--- config.mk ---
export PLATFORM = sky130hd
export DESIGN_NAME = cpu_core
export DESIGN_NICKNAME = d
export VERILOG_FILES = /design/src/cpu_pkg.sv /design/src/instr_decode.sv /design/src/reg_file.sv /design/src/alu_execute.sv /design/src/result_writeback.sv /design/src/cpu_core.sv
export SDC_FILE = /design/constraint.sdc
export NUM_CORES = 1
export LEC_CHECK = 0
export BUFFER_PORTS_ARGS = -buffer_cell sky130_fd_sc_hd__buf_2
export CAP_MARGIN = 20
export CORE_ASPECT_RATIO = 0.8
export CORE_MARGIN = 8
export CORE_UTILIZATION = 55
export DETAILED_ROUTE_END_ITERATION = 6
export PLACE_DENSITY = 0.72
export SETUP_SLACK_MARGIN = 0.3
export SYNTH_ARGS = -nofsm -noshare
export SYNTH_HDL_FRONTEND = slang
export SYNTH_SLANG_ARGS = --single-unit
--- constraint.sdc ---
create_clock -name i_w_clk -period 7.4 [get_ports i_w_clk]
set_input_delay 1.11 -clock i_w_clk [delete_from_list [all_inputs] [get_ports i_w_clk]]
set_output_delay 1.11 -clock i_w_clk [all_outputs]
set_load 0.01 [all_outputs]
--- src/cpu_pkg.sv ---
package cpu_pkg;

    localparam int instr_width    = 16;
    localparam int reg_addr_width = 3;

    typedef logic [reg_addr_width-1:0] reg_addr_t;

    localparam reg_addr_t ra_addr = 3'd0;
    localparam reg_addr_t rb_addr = 3'd1;
    localparam reg_addr_t rc_addr = 3'd2;
    localparam reg_addr_t sp_addr = 3'd3;
    localparam reg_addr_t xa_addr = 3'd4;
    localparam reg_addr_t xb_addr = 3'd5;
    localparam reg_addr_t ba_addr = 3'd6;
    localparam reg_addr_t bb_addr = 3'd7;

    // Instruction field positions.
    // Inside a field the lowest word bit is the msb of the field value,
    // so rg = {instr[10], instr[11], instr[12]} and code bit 0 is instr[0].
    localparam int code_lsb = 0;     // 7 code bits
    localparam int d_bit    = 7;     // direction
    localparam int mode_lsb = 8;     // 2 mode bits
    localparam int rg_lsb   = 10;
    localparam int rm_lsb   = 13;

    localparam logic [1:0] mode_reg = 2'b11;    // register direct

    typedef enum logic [3:0] {
        op_add,
        op_adc,
        op_sub,
        op_sbb,
        op_neg,
        op_and,
        op_or,
        op_xor,
        op_not,
        op_shl,
        op_shr,
        op_sar,
        op_inc,
        op_dec,
        op_pass_a,      // operand a unchanged
        op_pass_io      // io input port
    } alu_op_t;

    typedef struct packed {
        logic sign;     // bit 2
        logic zero;     // bit 1
        logic carry;    // bit 0
    } flags_t;

    function automatic logic flag_writing(alu_op_t op);
        return !(op inside {op_pass_a, op_pass_io});
    endfunction

endpackage

--- src/instr_decode.sv ---
`timescale 1ns/1ps

module instr_decode (
    input  wire                                  i_w_clk,
    input  wire                                  i_w_reset,
    input  wire                                  i_w_instr_req,
    input  wire [cpu_pkg::instr_width-1:0]       i_w_instr,
    input  wire                                  i_w_retire,
    output logic                                 o_w_instr_ack,
    output logic                                 o_w_issue,
    output cpu_pkg::alu_op_t                     o_w_alu_op,
    output cpu_pkg::reg_addr_t                   o_w_rd_addr_a,
    output cpu_pkg::reg_addr_t                   o_w_rd_addr_b,
    output logic                                 o_w_wr_en,
    output cpu_pkg::reg_addr_t                   o_w_wr_addr,
    output logic                                 o_w_illegal,
    output logic                                 o_w_out
);

    import cpu_pkg::*;

    typedef enum logic [1:0] {
        l_p_st_idle,
        l_p_st_ack,
        l_p_st_issue,
        l_p_st_busy
    } l_t_state;

    l_t_state                   l_r_state;
    logic                       l_r_ack;
    logic [instr_width-1:0]     l_r_instr;       // held until retire
    logic [0:6]                 l_w_cop;
    logic                       l_w_d;
    logic [0:1]                 l_w_mode;
    logic [0:reg_addr_width-1]  l_w_rg;
    logic [0:reg_addr_width-1]  l_w_rm;
    logic                       l_w_sel_ok;
    logic                       l_w_one_op;
    logic                       l_w_two_op;
    logic                       l_w_io;

    always_ff @(posedge i_w_clk or negedge i_w_reset) begin
        if (!i_w_reset) begin
            l_r_state <= l_p_st_idle;
            l_r_ack   <= 1'b0;
            l_r_instr <= '0;
        end else begin
            if (l_r_state == l_p_st_idle && i_w_instr_req && !l_r_ack) begin
                l_r_ack   <= 1'b1;
                l_r_instr <= i_w_instr;              // capture on the accepting edge
            end else if (l_r_ack && !i_w_instr_req) begin
                l_r_ack <= 1'b0;
            end
            case (l_r_state)
                l_p_st_idle: begin
                    if (i_w_instr_req && !l_r_ack) begin
                        l_r_state <= l_p_st_ack;
                    end
                end
                l_p_st_ack:   l_r_state <= l_p_st_issue;
                l_p_st_issue: l_r_state <= l_p_st_busy;
                default: begin
                    if (i_w_retire) begin
                        l_r_state <= l_p_st_idle;
                    end
                end
            endcase
        end
    end

    assign o_w_instr_ack = l_r_ack;
    assign o_w_issue     = (l_r_state == l_p_st_issue);

    // pull fields out, lowest word bit first
    always_comb begin
        for (int i = 0; i < 7; i++) begin
            l_w_cop[i] = l_r_instr[code_lsb + i];
        end
        for (int i = 0; i < 2; i++) begin
            l_w_mode[i] = l_r_instr[mode_lsb + i];
        end
        for (int i = 0; i < reg_addr_width; i++) begin
            l_w_rg[i] = l_r_instr[rg_lsb + i];
            l_w_rm[i] = l_r_instr[rm_lsb + i];
        end
    end

    assign l_w_d      = l_r_instr[d_bit];
    assign l_w_sel_ok = (l_w_cop[4:6] != 3'b111);
    assign l_w_one_op = (l_w_cop[0:3] == 4'b0001) && (l_w_mode == mode_reg) && l_w_sel_ok;
    assign l_w_two_op = (l_w_cop[0:2] == 3'b010) && (l_w_mode == mode_reg) && l_w_sel_ok;
    assign l_w_io     = (l_w_cop[0:5] == 6'b100000);

    always_comb begin
        o_w_alu_op    = op_pass_a;                   // illegal reports RA, writes nothing
        o_w_rd_addr_a = ra_addr;
        o_w_rd_addr_b = ra_addr;
        o_w_wr_en     = 1'b0;
        o_w_wr_addr   = ra_addr;
        o_w_illegal   = 1'b1;
        o_w_out       = 1'b0;
        if (l_w_one_op) begin
            o_w_illegal   = 1'b0;
            o_w_rd_addr_a = l_w_rm;
            o_w_wr_en     = 1'b1;
            o_w_wr_addr   = l_w_rm;
            case (l_w_cop[4:6])
                3'b000:  o_w_alu_op = op_inc;
                3'b001:  o_w_alu_op = op_dec;
                3'b010:  o_w_alu_op = op_neg;
                3'b011:  o_w_alu_op = op_not;
                3'b100:  o_w_alu_op = op_shl;
                3'b101:  o_w_alu_op = op_shr;
                3'b110:  o_w_alu_op = op_sar;
                default: o_w_alu_op = op_pass_a;
            endcase
        end else if (l_w_two_op) begin
            o_w_illegal   = 1'b0;
            o_w_rd_addr_a = l_w_d ? l_w_rg : l_w_rm;     // destination
            o_w_rd_addr_b = l_w_d ? l_w_rm : l_w_rg;     // source
            o_w_wr_en     = l_w_cop[3];                  // low for cmp/test
            o_w_wr_addr   = l_w_d ? l_w_rg : l_w_rm;
            case (l_w_cop[4:6])
                3'b000:  o_w_alu_op = op_add;
                3'b001:  o_w_alu_op = op_adc;
                3'b010:  o_w_alu_op = op_sub;
                3'b011:  o_w_alu_op = op_sbb;
                3'b100:  o_w_alu_op = op_and;
                3'b101:  o_w_alu_op = op_or;
                3'b110:  o_w_alu_op = op_xor;
                default: o_w_alu_op = op_pass_a;
            endcase
        end else if (l_w_io) begin
            o_w_illegal = 1'b0;
            if (!l_w_cop[6]) begin                       // IN
                o_w_alu_op = op_pass_io;
                o_w_wr_en  = 1'b1;
            end else begin                               // OUT, RA on port a
                o_w_out = 1'b1;
            end
        end
    end

endmodule

--- src/reg_file.sv ---
`timescale 1ns/1ps

module reg_file #(
    parameter int p_data_width = 16
) (
    input  wire                         i_w_clk,
    input  wire                         i_w_reset,
    input  wire cpu_pkg::reg_addr_t     i_w_rd_addr_a,
    input  wire cpu_pkg::reg_addr_t     i_w_rd_addr_b,
    input  wire                         i_w_wr_en,
    input  wire cpu_pkg::reg_addr_t     i_w_wr_addr,
    input  wire [p_data_width-1:0]      i_w_wr_data,
    output logic [p_data_width-1:0]     o_w_rd_data_a,
    output logic [p_data_width-1:0]     o_w_rd_data_b
);

    import cpu_pkg::*;

    localparam int l_p_reg_count = 2 ** reg_addr_width;    // RA..BB

    logic [p_data_width-1:0] l_r_regs [l_p_reg_count];

    always_ff @(posedge i_w_clk or negedge i_w_reset) begin
        if (!i_w_reset) begin
            for (int i = 0; i < l_p_reg_count; i++) begin
                l_r_regs[i] <= '0;
            end
        end else if (i_w_wr_en) begin
            l_r_regs[i_w_wr_addr] <= i_w_wr_data;
        end
    end

    // both read ports see a write only after the edge
    assign o_w_rd_data_a = l_r_regs[i_w_rd_addr_a];
    assign o_w_rd_data_b = l_r_regs[i_w_rd_addr_b];

endmodule

--- src/alu_execute.sv ---
`timescale 1ns/1ps

module alu_execute #(
    parameter int p_data_width = 16
) (
    input  wire                         i_w_clk,
    input  wire                         i_w_reset,
    input  wire                         i_w_issue,
    input  wire cpu_pkg::alu_op_t       i_w_alu_op,
    input  wire [p_data_width-1:0]      i_w_opd_a,
    input  wire [p_data_width-1:0]      i_w_opd_b,
    input  wire [p_data_width-1:0]      i_w_io_data,
    output logic                        o_w_done,
    output logic [p_data_width-1:0]     o_w_result,
    output cpu_pkg::flags_t             o_w_flags
);

    import cpu_pkg::*;

    localparam logic [p_data_width:0] l_p_one = {{p_data_width{1'b0}}, 1'b1};

    logic [p_data_width:0]  l_w_ext_a;
    logic [p_data_width:0]  l_w_ext_b;
    logic [p_data_width:0]  l_w_ext_c;
    logic [p_data_width:0]  l_w_wide;       // carry or borrow on top
    flags_t                 l_w_flags_next;
    flags_t                 l_r_flags;

    assign l_w_ext_a = {1'b0, i_w_opd_a};
    assign l_w_ext_b = {1'b0, i_w_opd_b};
    assign l_w_ext_c = {{p_data_width{1'b0}}, l_r_flags.carry};

    always_comb begin
        case (i_w_alu_op)
            op_add:     l_w_wide = l_w_ext_a + l_w_ext_b;
            op_adc:     l_w_wide = l_w_ext_a + l_w_ext_b + l_w_ext_c;
            op_sub:     l_w_wide = l_w_ext_a - l_w_ext_b;
            op_sbb:     l_w_wide = l_w_ext_a - l_w_ext_b - l_w_ext_c;
            op_inc:     l_w_wide = l_w_ext_a + l_p_one;
            op_dec:     l_w_wide = l_w_ext_a - l_p_one;
            op_neg:     l_w_wide = '0 - l_w_ext_a;      // borrow set for a != 0
            op_and:     l_w_wide = {1'b0, i_w_opd_a & i_w_opd_b};
            op_or:      l_w_wide = {1'b0, i_w_opd_a | i_w_opd_b};
            op_xor:     l_w_wide = {1'b0, i_w_opd_a ^ i_w_opd_b};
            op_not:     l_w_wide = {1'b0, ~i_w_opd_a};
            op_shl:     l_w_wide = {i_w_opd_a, 1'b0};   // msb falls into carry
            op_shr:     l_w_wide = {i_w_opd_a[0], 1'b0, i_w_opd_a[p_data_width-1:1]};
            op_sar: begin
                l_w_wide = {i_w_opd_a[0], i_w_opd_a[p_data_width-1],
                            i_w_opd_a[p_data_width-1:1]};
            end
            op_pass_io: l_w_wide = {1'b0, i_w_io_data};
            default:    l_w_wide = l_w_ext_a;           // pass_a
        endcase
    end

    always_comb begin
        l_w_flags_next.carry = l_w_wide[p_data_width];
        l_w_flags_next.zero  = (l_w_wide[p_data_width-1:0] == '0);
        l_w_flags_next.sign  = l_w_wide[p_data_width-1];
    end

    always_ff @(posedge i_w_clk or negedge i_w_reset) begin
        if (!i_w_reset) begin
            o_w_done  <= 1'b0;
            l_r_flags <= '0;
        end else begin
            o_w_done <= i_w_issue;                      // one cycle after issue
            if (i_w_issue && flag_writing(i_w_alu_op)) begin
                l_r_flags <= l_w_flags_next;
            end
        end
    end

    always_ff @(posedge i_w_clk) begin
        if (i_w_issue) begin
            o_w_result <= l_w_wide[p_data_width-1:0];
        end
    end

    assign o_w_flags = l_r_flags;

endmodule

--- src/result_writeback.sv ---
`timescale 1ns/1ps

module result_writeback #(
    parameter int p_data_width = 16
) (
    input  wire                         i_w_clk,
    input  wire                         i_w_reset,
    input  wire                         i_w_done,
    input  wire [p_data_width-1:0]      i_w_result,
    input  wire cpu_pkg::flags_t        i_w_flags,
    input  wire                         i_w_wr_en,
    input  wire cpu_pkg::reg_addr_t     i_w_wr_addr,
    input  wire                         i_w_illegal,
    input  wire                         i_w_out,
    input  wire                         i_w_res_ack,
    output logic                        o_w_reg_we,
    output cpu_pkg::reg_addr_t          o_w_reg_addr,
    output logic [p_data_width-1:0]     o_w_reg_data,
    output logic                        o_w_retire,
    output logic                        o_w_res_req,
    output logic [p_data_width-1:0]     o_w_res_data,
    output cpu_pkg::flags_t             o_w_res_flags,
    output logic                        o_w_res_wrote,
    output cpu_pkg::reg_addr_t          o_w_res_reg,
    output logic                        o_w_res_illegal,
    output logic                        o_w_res_out
);

    import cpu_pkg::*;

    typedef enum logic [1:0] {
        l_p_st_idle,
        l_p_st_req,         // req high, waiting for ack
        l_p_st_drop         // req low, waiting for ack to fall
    } l_t_state;

    l_t_state l_r_state;

    // register file write lands on the edge after done
    assign o_w_reg_we   = i_w_done && i_w_wr_en;
    assign o_w_reg_addr = i_w_wr_addr;
    assign o_w_reg_data = i_w_result;

    always_ff @(posedge i_w_clk or negedge i_w_reset) begin
        if (!i_w_reset) begin
            l_r_state  <= l_p_st_idle;
            o_w_retire <= 1'b0;
        end else begin
            o_w_retire <= 1'b0;
            case (l_r_state)
                l_p_st_idle: begin
                    if (i_w_done) begin
                        l_r_state <= l_p_st_req;
                    end
                end
                l_p_st_req: begin
                    if (i_w_res_ack) begin
                        l_r_state <= l_p_st_drop;
                    end
                end
                default: begin
                    if (!i_w_res_ack) begin
                        l_r_state  <= l_p_st_idle;
                        o_w_retire <= 1'b1;             // frees the decoder
                    end
                end
            endcase
        end
    end

    assign o_w_res_req = (l_r_state == l_p_st_req);

    always_ff @(posedge i_w_clk) begin
        if (i_w_done) begin
            o_w_res_data    <= i_w_result;
            o_w_res_flags   <= i_w_flags;
            o_w_res_wrote   <= i_w_wr_en;
            o_w_res_reg     <= i_w_wr_addr;
            o_w_res_illegal <= i_w_illegal;
            o_w_res_out     <= i_w_out;
        end
    end

endmodule

--- src/cpu_core.sv ---
`timescale 1ns/1ps

module cpu_core #(
    parameter int p_data_width = 16
) (
    input  wire                                  i_w_clk,
    input  wire                                  i_w_reset,
    input  wire                                  i_w_instr_req,
    input  wire [cpu_pkg::instr_width-1:0]       i_w_instr,
    output logic                                 o_w_instr_ack,
    input  wire [p_data_width-1:0]               i_w_io_data,
    input  wire                                  i_w_res_ack,
    output logic                                 o_w_res_req,
    output logic [p_data_width-1:0]              o_w_res_data,
    output cpu_pkg::flags_t                      o_w_res_flags,
    output logic                                 o_w_res_wrote,
    output cpu_pkg::reg_addr_t                   o_w_res_reg,
    output logic                                 o_w_res_illegal,
    output logic                                 o_w_res_out
);

    import cpu_pkg::*;

    logic                       l_w_issue;
    alu_op_t                    l_w_alu_op;
    reg_addr_t                  l_w_rd_addr_a;
    reg_addr_t                  l_w_rd_addr_b;
    logic                       l_w_wr_en;
    reg_addr_t                  l_w_wr_addr;
    logic                       l_w_illegal;
    logic                       l_w_out;
    logic [p_data_width-1:0]    l_w_rd_data_a;
    logic [p_data_width-1:0]    l_w_rd_data_b;
    logic                       l_w_done;
    logic [p_data_width-1:0]    l_w_result;
    flags_t                     l_w_flags;
    logic                       l_w_reg_we;
    reg_addr_t                  l_w_reg_addr;
    logic [p_data_width-1:0]    l_w_reg_data;
    logic                       l_w_retire;

    instr_decode u_decode (
        .i_w_clk(i_w_clk), .i_w_reset(i_w_reset),
        .i_w_instr_req(i_w_instr_req), .i_w_instr(i_w_instr), .i_w_retire(l_w_retire),
        .o_w_instr_ack(o_w_instr_ack), .o_w_issue(l_w_issue), .o_w_alu_op(l_w_alu_op),
        .o_w_rd_addr_a(l_w_rd_addr_a), .o_w_rd_addr_b(l_w_rd_addr_b),
        .o_w_wr_en(l_w_wr_en), .o_w_wr_addr(l_w_wr_addr),
        .o_w_illegal(l_w_illegal), .o_w_out(l_w_out)
    );

    reg_file #(.p_data_width(p_data_width)) u_regs (
        .i_w_clk(i_w_clk), .i_w_reset(i_w_reset),
        .i_w_rd_addr_a(l_w_rd_addr_a), .i_w_rd_addr_b(l_w_rd_addr_b),
        .i_w_wr_en(l_w_reg_we), .i_w_wr_addr(l_w_reg_addr), .i_w_wr_data(l_w_reg_data),
        .o_w_rd_data_a(l_w_rd_data_a), .o_w_rd_data_b(l_w_rd_data_b)
    );

    alu_execute #(.p_data_width(p_data_width)) u_alu (
        .i_w_clk(i_w_clk), .i_w_reset(i_w_reset),
        .i_w_issue(l_w_issue), .i_w_alu_op(l_w_alu_op),
        .i_w_opd_a(l_w_rd_data_a), .i_w_opd_b(l_w_rd_data_b), .i_w_io_data(i_w_io_data),
        .o_w_done(l_w_done), .o_w_result(l_w_result), .o_w_flags(l_w_flags)
    );

    result_writeback #(.p_data_width(p_data_width)) u_wb (
        .i_w_clk(i_w_clk), .i_w_reset(i_w_reset),
        .i_w_done(l_w_done), .i_w_result(l_w_result), .i_w_flags(l_w_flags),
        .i_w_wr_en(l_w_wr_en), .i_w_wr_addr(l_w_wr_addr),
        .i_w_illegal(l_w_illegal), .i_w_out(l_w_out), .i_w_res_ack(i_w_res_ack),
        .o_w_reg_we(l_w_reg_we), .o_w_reg_addr(l_w_reg_addr), .o_w_reg_data(l_w_reg_data),
        .o_w_retire(l_w_retire), .o_w_res_req(o_w_res_req), .o_w_res_data(o_w_res_data),
        .o_w_res_flags(o_w_res_flags), .o_w_res_wrote(o_w_res_wrote),
        .o_w_res_reg(o_w_res_reg), .o_w_res_illegal(o_w_res_illegal),
        .o_w_res_out(o_w_res_out)
    );

endmodule

==> results.sh, run 1 <==
export IMPL_outcome="completed"
export IMPL_worst_slew_margin_rel_pct=12.25
export IMPL_dpl_hpwl_mm=48.30
export IMPL_ios=63
export IMPL_antenna_found_initial=3
export IMPL_synth_edf_count=41
export IMPL_reg2regPathDepth=22
export IMPL_fin_area_sq_mm=0.01715
export IMPL_start_util_pct=55.68
export IMPL_dr_pass1_iters=6
export IMPL_die_area_sq_mm=0.03419
export IMPL_hold_buffers=0
export IMPL_place_congestion=1.053
export IMPL_cts_tree="done"
export IMPL_grt_pass1_vias=14390
export IMPL_finalPower_mw=7.209
export IMPL_synth_top_family_by_area="compound AO/OA/AOI/OAI gates"
export IMPL_min_path_cells=0
export IMPL_regMostFlops="u_regs.l_r_regs"
export IMPL_coreArea_sq_mm=0.02815
export IMPL_ys_warn_count=0
export IMPL_hold_viol_final=0
export IMPL_place_area_sq_mm=0.01648
export IMPL_synth_mux_area_share_pct=12.10
export IMPL_wl_per_cell_um=30.71
export IMPL_root_buffer="clkbuf_16"
export IMPL_clockBufferDepth=2
export IMPL_dr_wl_met3_mm=9.511
export IMPL_clk_latency_ns=0.47
export IMPL_areaGrowthSynthToFinish_pct=9.461
export IMPL_finalSetupTns_ns=0
export IMPL_dieHeight_um=167.0
export IMPL_hp_class="register to register"
export IMPL_netlist_area_sq_mm=0.01567
export IMPL_ys_seq_area_share_pct=32.45
export IMPL_synth_compound_area_share_pct=23.44
export IMPL_crit_path_start_kind="register"
export IMPL_p_leak_nw=7.151
export IMPL_grt_pass1_wl_mm=95.57
export IMPL_layout_commonest_cell="dfrtp_1"
export IMPL_met1_length_mm=27.16
export IMPL_slowest_delay_ns=0.64
export IMPL_cts_sinks=195
export IMPL_ys_async_sr_fraction_pct=78.97
export IMPL_worst_path_max_delay_cell="or4_1"
export IMPL_synth_area_per_cell_sq_um=9.251
export IMPL_grt_setup_unrepaired="false"
export IMPL_vias=15590
export IMPL_largest_register_ffs=128
export IMPL_top_layer_used="met5"
export IMPL_slew_violations=0
export IMPL_synthSimpleGateAreaFrac_pct=17.67
export IMPL_fin_skew_ns=0.01833
export IMPL_drv_cap=0
export IMPL_drc=0
export IMPL_diodes=0
export IMPL_arrival_ns=7.17
export IMPL_clk_pin_slew_ns=0.09
export IMPL_die_width_um=204.7
export IMPL_worstMarginPinSlew_ns=1.283
export IMPL_peakVddDrop_v=0.0003520
export IMPL_synth_fa_ha_area_share_pct=6.052
export IMPL_grt_max_degree=101
export IMPL_synth_net_count=1804
export IMPL_layout_common_cells="dfrtp_1, mux2_2, nand2_1"
export IMPL_overflow=0
export IMPL_setup_viol=0
export IMPL_portBuffers=62
export IMPL_layout_nets=1854
export IMPL_rows=55
export IMPL_syn_inst=1694
export IMPL_critical_path_top_delay_family="simple AND/OR/NAND/NOR gates"
export IMPL_h_tree_depth=4
export IMPL_viasPerCell=7.328
export IMPL_fmaxAchievable_mhz=146.9
export IMPL_synthFlopType="dfrtp_1"
export IMPL_ys_seq_elements=195
export IMPL_fin_crit_sh_pct=91.97
export IMPL_cp_num_cells=22
export IMPL_path_cells="nand4bb_1 > buf_4 > nor2_8 > nand2_4 > inv_4 > mux2i_1 > a211o_1 > nor2_1 > ha_1 > or2_2 > a22oi_1 > xnor2_2 > or4_1 > and4bb_2 > a211o_1 > o211ai_1 > nor4b_1 > a221oi_1 > buf_4 > a2111oi_2 > nand4bb_1 > o31ai_2"
export IMPL_fillers=2361
export IMPL_synth_cell_types=110
export IMPL_ant_nets=0
export IMPL_period_needed_ns=6.806
export IMPL_wirelength_mm=65.33
export IMPL_critPathRequiredTime_ns=7.77
export IMPL_path_class="register to register"
export IMPL_synth_xor_area_share_pct=3.465
export IMPL_worst_hold_slack_ns=0.4690
export IMPL_setup_worst_path_end_class="register"
export IMPL_cts_buffers_inserted=17
export IMPL_cp_max_fo=18
export IMPL_drive_gt1_share_pct=22.14
export IMPL_pwr_density_cell_mw_per_mm2=420.2
export IMPL_drt_iter0_markers=2470
export IMPL_track_usage_pct=36.93
export IMPL_wl_met2_mm=25.87
export IMPL_critPathBufInv=3
==> repair_timing <==
item                       CTS  global route
resized for setup            0             9
setup endpoints to repair    0             6
setup buffers                0             3
==> report_power, final <==
group | switching [mW] | internal, mW
clock network | 0.477 | 0.448
logic | 3.12 | 1.59
registers | 0.257 | 1.32
==> logic make-up after synthesis <==
family | after synthesis
AND/OR/NAND/NOR | 520
flip-flops | 195
adder cells (fa/ha/maj) | 74
buffers and inverters | 172
XOR/XNOR | 62
AO/OA/AOI/OAI | 501
multiplexers | 170
==> path summary, 6_finish.rpt <==
check / startpoint / end / slack, ns
worst max-delay path: u_decode.l_r_instr[0] / u_alu.o_w_flags[1] / 0.59
worst min-delay path: u_alu.o_w_flags[2] / u_wb.o_w_res_flags[2] / 0.47
worst max register to register: u_decode.l_r_instr[0] / u_alu.o_w_flags[1] / 0.59
worst min register to register: u_alu.o_w_flags[2] / u_wb.o_w_res_flags[2] / 0.47
max in group asynchronous: i_w_reset / u_decode.l_r_instr[1] / 5.24
min in group asynchronous: i_w_reset / u_alu.o_w_flags[0] / 0.73
==> area by class of cell <==
type	count	area (sq um)	area share, %
Clock buffer	18	429.2	2.502
Clock inverter	14	135.1	0.7877
Inverter	69	262.8	1.532
Multi-Input combinational cell	1329	9918	57.82
Sequential cell	195	5086	29.65
Tap cell	370	462.9	2.699
Timing Repair Buffer	132	859.6	5.011
==> worst reg2reg max path, delay by kind of cell, from the launching register on <==
kind | cells | cell delay, ns
DFF | 1 | 0.42
muxes | 1 | 0.16
xor gates and xnor gates | 1 | 0.19
AOI/OAI and AO/OA | 7 | 1.58
buffers and inverters | 3 | 0.78
and+or+nand+nor | 9 | 3.12
adders and majority gates | 1 | 0.49
==> per-layer routing <==
metal / vias up / track usage, %
met5: - / 0
met4: 6 / 13.44
met3: 209 / 12.00
met2: 1225 / 49.78
met1: 7583 / 53.76
li1: 6563 / -
==> through the flow <==
stage / util [%] / setup WS, ns / instances
floorplan: - / 1.603 / 1694
global placement: 58.55 / 0.5791 / 2088
detailed placement: 58.57 / 0.5545 / 2089
CTS: 60.57 / 0.5173 / 2121
global route: 60.95 / 0.2984 / 2127
finish: 60.95 / 0.5941 / 2127
==> synth_stat cells (18+ instances only) <==
master | number | share of area, %
mux2_2 | 146 | 10
a211oi_1 | 46 | 2.2
and3_1 | 38 | 1.5
mux2i_1 | 21 | 1.3
nor2_1 | 92 | 2.2
buf_2 | 20 | 0.64
dfrtp_1 | 154 | 25
and2_1 | 23 | 0.92
xnor2_1 | 44 | 2.5
xor2_1 | 18 | 1.0
edfxtp_1 | 41 | 7.9
a21oi_1 | 70 | 2.2
ha_1 | 71 | 5.7
o21ai_0 | 76 | 2.4
clkbuf_1 | 64 | 1.5
a22oi_1 | 27 | 1.3
nor3_1 | 44 | 1.4
nand2_1 | 130 | 3.1
inv_1 | 60 | 1.4
o31ai_1 | 24 | 1.1
a221oi_1 | 36 | 2.0
nand3_1 | 58 | 1.9
No activity file was read; power rests on OpenSTA's default activity.
==> inputs of run 2 (changes only) <==
--- a/config.mk
+++ b/config.mk
@@ -11,7 +11,8 @@
 export CORE_MARGIN = 8
 export CORE_UTILIZATION = 55
 export DETAILED_ROUTE_END_ITERATION = 6
-export PLACE_DENSITY = 0.72
+export PLACE_DENSITY = 0.75
+export RECOVER_POWER = 25
 export SETUP_SLACK_MARGIN = 0.3
 export SYNTH_ARGS = -nofsm -noshare
 export SYNTH_HDL_FRONTEND = slang
==> constraint.sdc (replaced) <==
create_clock -name i_w_clk -period 6.2 [get_ports i_w_clk]
set_input_delay 0.93 -clock i_w_clk [delete_from_list [all_inputs] [get_ports i_w_clk]]
set_output_delay 0.93 -clock i_w_clk [all_outputs]
set_load 0.01 [all_outputs]
==> run 2 against run 1 <==
The flow now finishes with violations (design-rule violations, max-capacitance violations, max-slew violations). Critical path depth grew 1. Die area unchanged. First-iteration DRC count is essentially flat. Via count is 5.0% higher. Count of clock-buffer cells in the layout is 1 lower. Global-route usage is 1.1 points higher. Final area is 8.9% higher. Non-clock buffer count is 127 higher. Register-to-register slack lost 0.22 ns.
==> results.sh, run 2 (synthesized netlist as in run 1, its figures left out) <==
export IMPL_vias=16370
export IMPL_layout_setup_ws_ns=0.3720
export IMPL_grt_use_met1_pct=53.72
export IMPL_antenna_found_initial=4
export IMPL_grt_setup_unrepaired="false"
export IMPL_coreArea_sq_mm=0.02815
export IMPL_layout_commonest_cell="buf_4"
export IMPL_overflow=0
export IMPL_fin_skew_ns=0.01011
export IMPL_fin_area_sq_mm=0.01868
export IMPL_track_usage_pct=38.01
export IMPL_wirelength_mm=68.60
export IMPL_worstMarginPinSlew_ns=4.650
export IMPL_p_leak_nw=7.892
export IMPL_drt_iter0_markers=2469
export IMPL_portBuffers=62
export IMPL_peakVddDrop_v=0.0005252
export IMPL_path_cells="buf_6 > and2b_2 > o21a_4 > o211ai_1 > buf_4 > nor2_4 > a221o_1 > inv_2 > ha_4 > buf_12 > a21o_1 > or3_1 > o211ai_1 > buf_4 > nand4_1 > nor4_2 > xnor2_1 > o211ai_1 > nor4b_2 > a221oi_2 > a2111oi_2 > nand4bb_1 > o31ai_2"
export IMPL_start_util_pct=55.68
export IMPL_die_width_um=204.7
export IMPL_path_class="register to register"
export IMPL_clockBufferDepth=2
export IMPL_largest_register_ffs=128
export IMPL_areaGrowthSynthToFinish_pct=19.17
export IMPL_ios=63
export IMPL_drv_cap=2
export IMPL_grt_max_degree=85
export IMPL_pre_cts_ws_ns=-0.07417
export IMPL_fillers=2231
export IMPL_r2r_end="u_alu.o_w_flags[1]"
export IMPL_drc=2
export IMPL_fmaxAchievable_mhz=171.6
export IMPL_wl_per_cell_um=30.45
export IMPL_hp_class="register to register"
export IMPL_gr_usage_met2_pct=51.54
export IMPL_finalSetupTns_ns=0
export IMPL_arrival_ns=6.18
export IMPL_clk_pin_slew_ns=0.08
export IMPL_layout_nets=1980
export IMPL_worst_path_max_delay_cell="a221o_1"
export IMPL_setup_worst_path_end_class="register"
export IMPL_diodes=0
export IMPL_pwr_density_cell_mw_per_mm2=539.9
export IMPL_hold_viol_final=0
export IMPL_viasPerCell=7.265
export IMPL_outcome="complete, but fails checks"
export IMPL_ant_nets=0
export IMPL_clk_latency_ns=0.44
export IMPL_violations="design-rule violations, max-capacitance violations, max-slew violations"
export IMPL_grt_pass1_vias=15210
export IMPL_drive_gt1_share_pct=30.43
export IMPL_dieHeight_um=167.0
export IMPL_cts_sinks=195
export IMPL_slew_violations=113
export IMPL_cp_max_fo=11
export IMPL_dr_pass1_iters=7
export IMPL_min_path_cells=0
export IMPL_top_usage_layer="met1"
export IMPL_root_buffer="clkbuf_16"
export IMPL_worstHoldStart="u_alu.o_w_flags[2]"
export IMPL_critPathRequiredTime_ns=6.56
export IMPL_crit_start="u_decode.l_r_instr[1]"
export IMPL_cts_buffers_inserted=17
export IMPL_die_area_sq_mm=0.03419
export IMPL_reg2regPathDepth=23
export IMPL_crit_top_cell="o211ai_1"
export IMPL_use_met3_pct=13.59
export IMPL_reg2reg_from="u_decode.l_r_instr[1]"
export IMPL_layout_common_cells="buf_4, dfrtp_1, mux2_2"
export IMPL_dpl_hpwl_mm=50.19
export IMPL_h_tree_depth=4
export IMPL_place_congestion=1.092
export IMPL_crit_path_start_kind="register"
export IMPL_finalPower_mw=10.08
export IMPL_slowest_delay_ns=0.44
export IMPL_cts_tree="done"
export IMPL_place_area_sq_mm=0.01722
export IMPL_rrSetupSlack_ns=0.37
export IMPL_period_needed_ns=5.828
export IMPL_worst_slew_margin_rel_pct=-210.0
export IMPL_rows=55
export IMPL_grt_pass1_wl_mm=98.55
export IMPL_setup_viol=0
export IMPL_regMostFlops="u_regs.l_r_regs"
export IMPL_fin_crit_sh_pct=94.00
export IMPL_whs_endpoint="u_wb.o_w_res_flags[2]"
run 2: through the flow:
| step | util, % | instances | hold slack (ns) |
|---|---|---|---|
| detailed placement | 61.18 | 2181 | 0.4441 |
| global placement | 61.18 | 2181 | 0.4359 |
| floorplan | - | 1694 | 0.4248 |
| CTS | 63.77 | 2218 | 0.4625 |
| global route | 66.35 | 2253 | 0.4789 |
| finish | 66.35 | 2253 | 0.4676 |
run 2: power breakdown:
part / internal (mW) / switching, mW
clock: 0.575 / 0.561
sequential: 1.58 / 0.287
combinational: 2.80 / 4.28
run 2: repair_timing:
action                                  4_1_cts  5_1_grt
pin swaps                                     4       26
gates resized for setup                      21       98
buffers inserted                              5       31
endpoints found under the setup margin       10        9
hold buffers                                  0        0
cloned                                        0        3
run 2: per-layer routing:
metal	routed length, um	vias up	part of all wire [%]
li1	-	6810	-
met1	27700	7893	40
met2	26950	1386	39
met3	10590	275	15
met4	3319	4	4.8
met5	32	-	0.047
run 2: critical path: cells and delay by family (launching register included):
family | cells | cell delay (ns)
buf+inv | 5 | 0.82
fa+ha+maj | 1 | 0.22
flops | 1 | 0.43
xor+xnor | 1 | 0.23
simple gates | 7 | 1.75
compound gates | 9 | 2.30
run 2: layout make-up:
type	instances	area [sq um]	area share, %
inverters	69	272.8	1.461
clock inverters	15	170.2	0.9112
flip-flops and latches	195	5087	27.24
well taps	370	462.9	2.479
multi-input cells	1328	10320	55.27
repair buffers	259	1934	10.36
clock buffers	17	425.4	2.278
run 2: worst max-delay path by stage:
stage               cells after the start                 end
floorplan                              25  u_alu.o_w_flags[1]
global placement                       21  u_alu.o_w_flags[1]
detailed placement                     23  u_alu.o_w_flags[1]
CTS                                    26  u_alu.o_w_flags[1]
global route                           22  u_alu.o_w_flags[1]
finish                                 23  u_alu.o_w_flags[1]
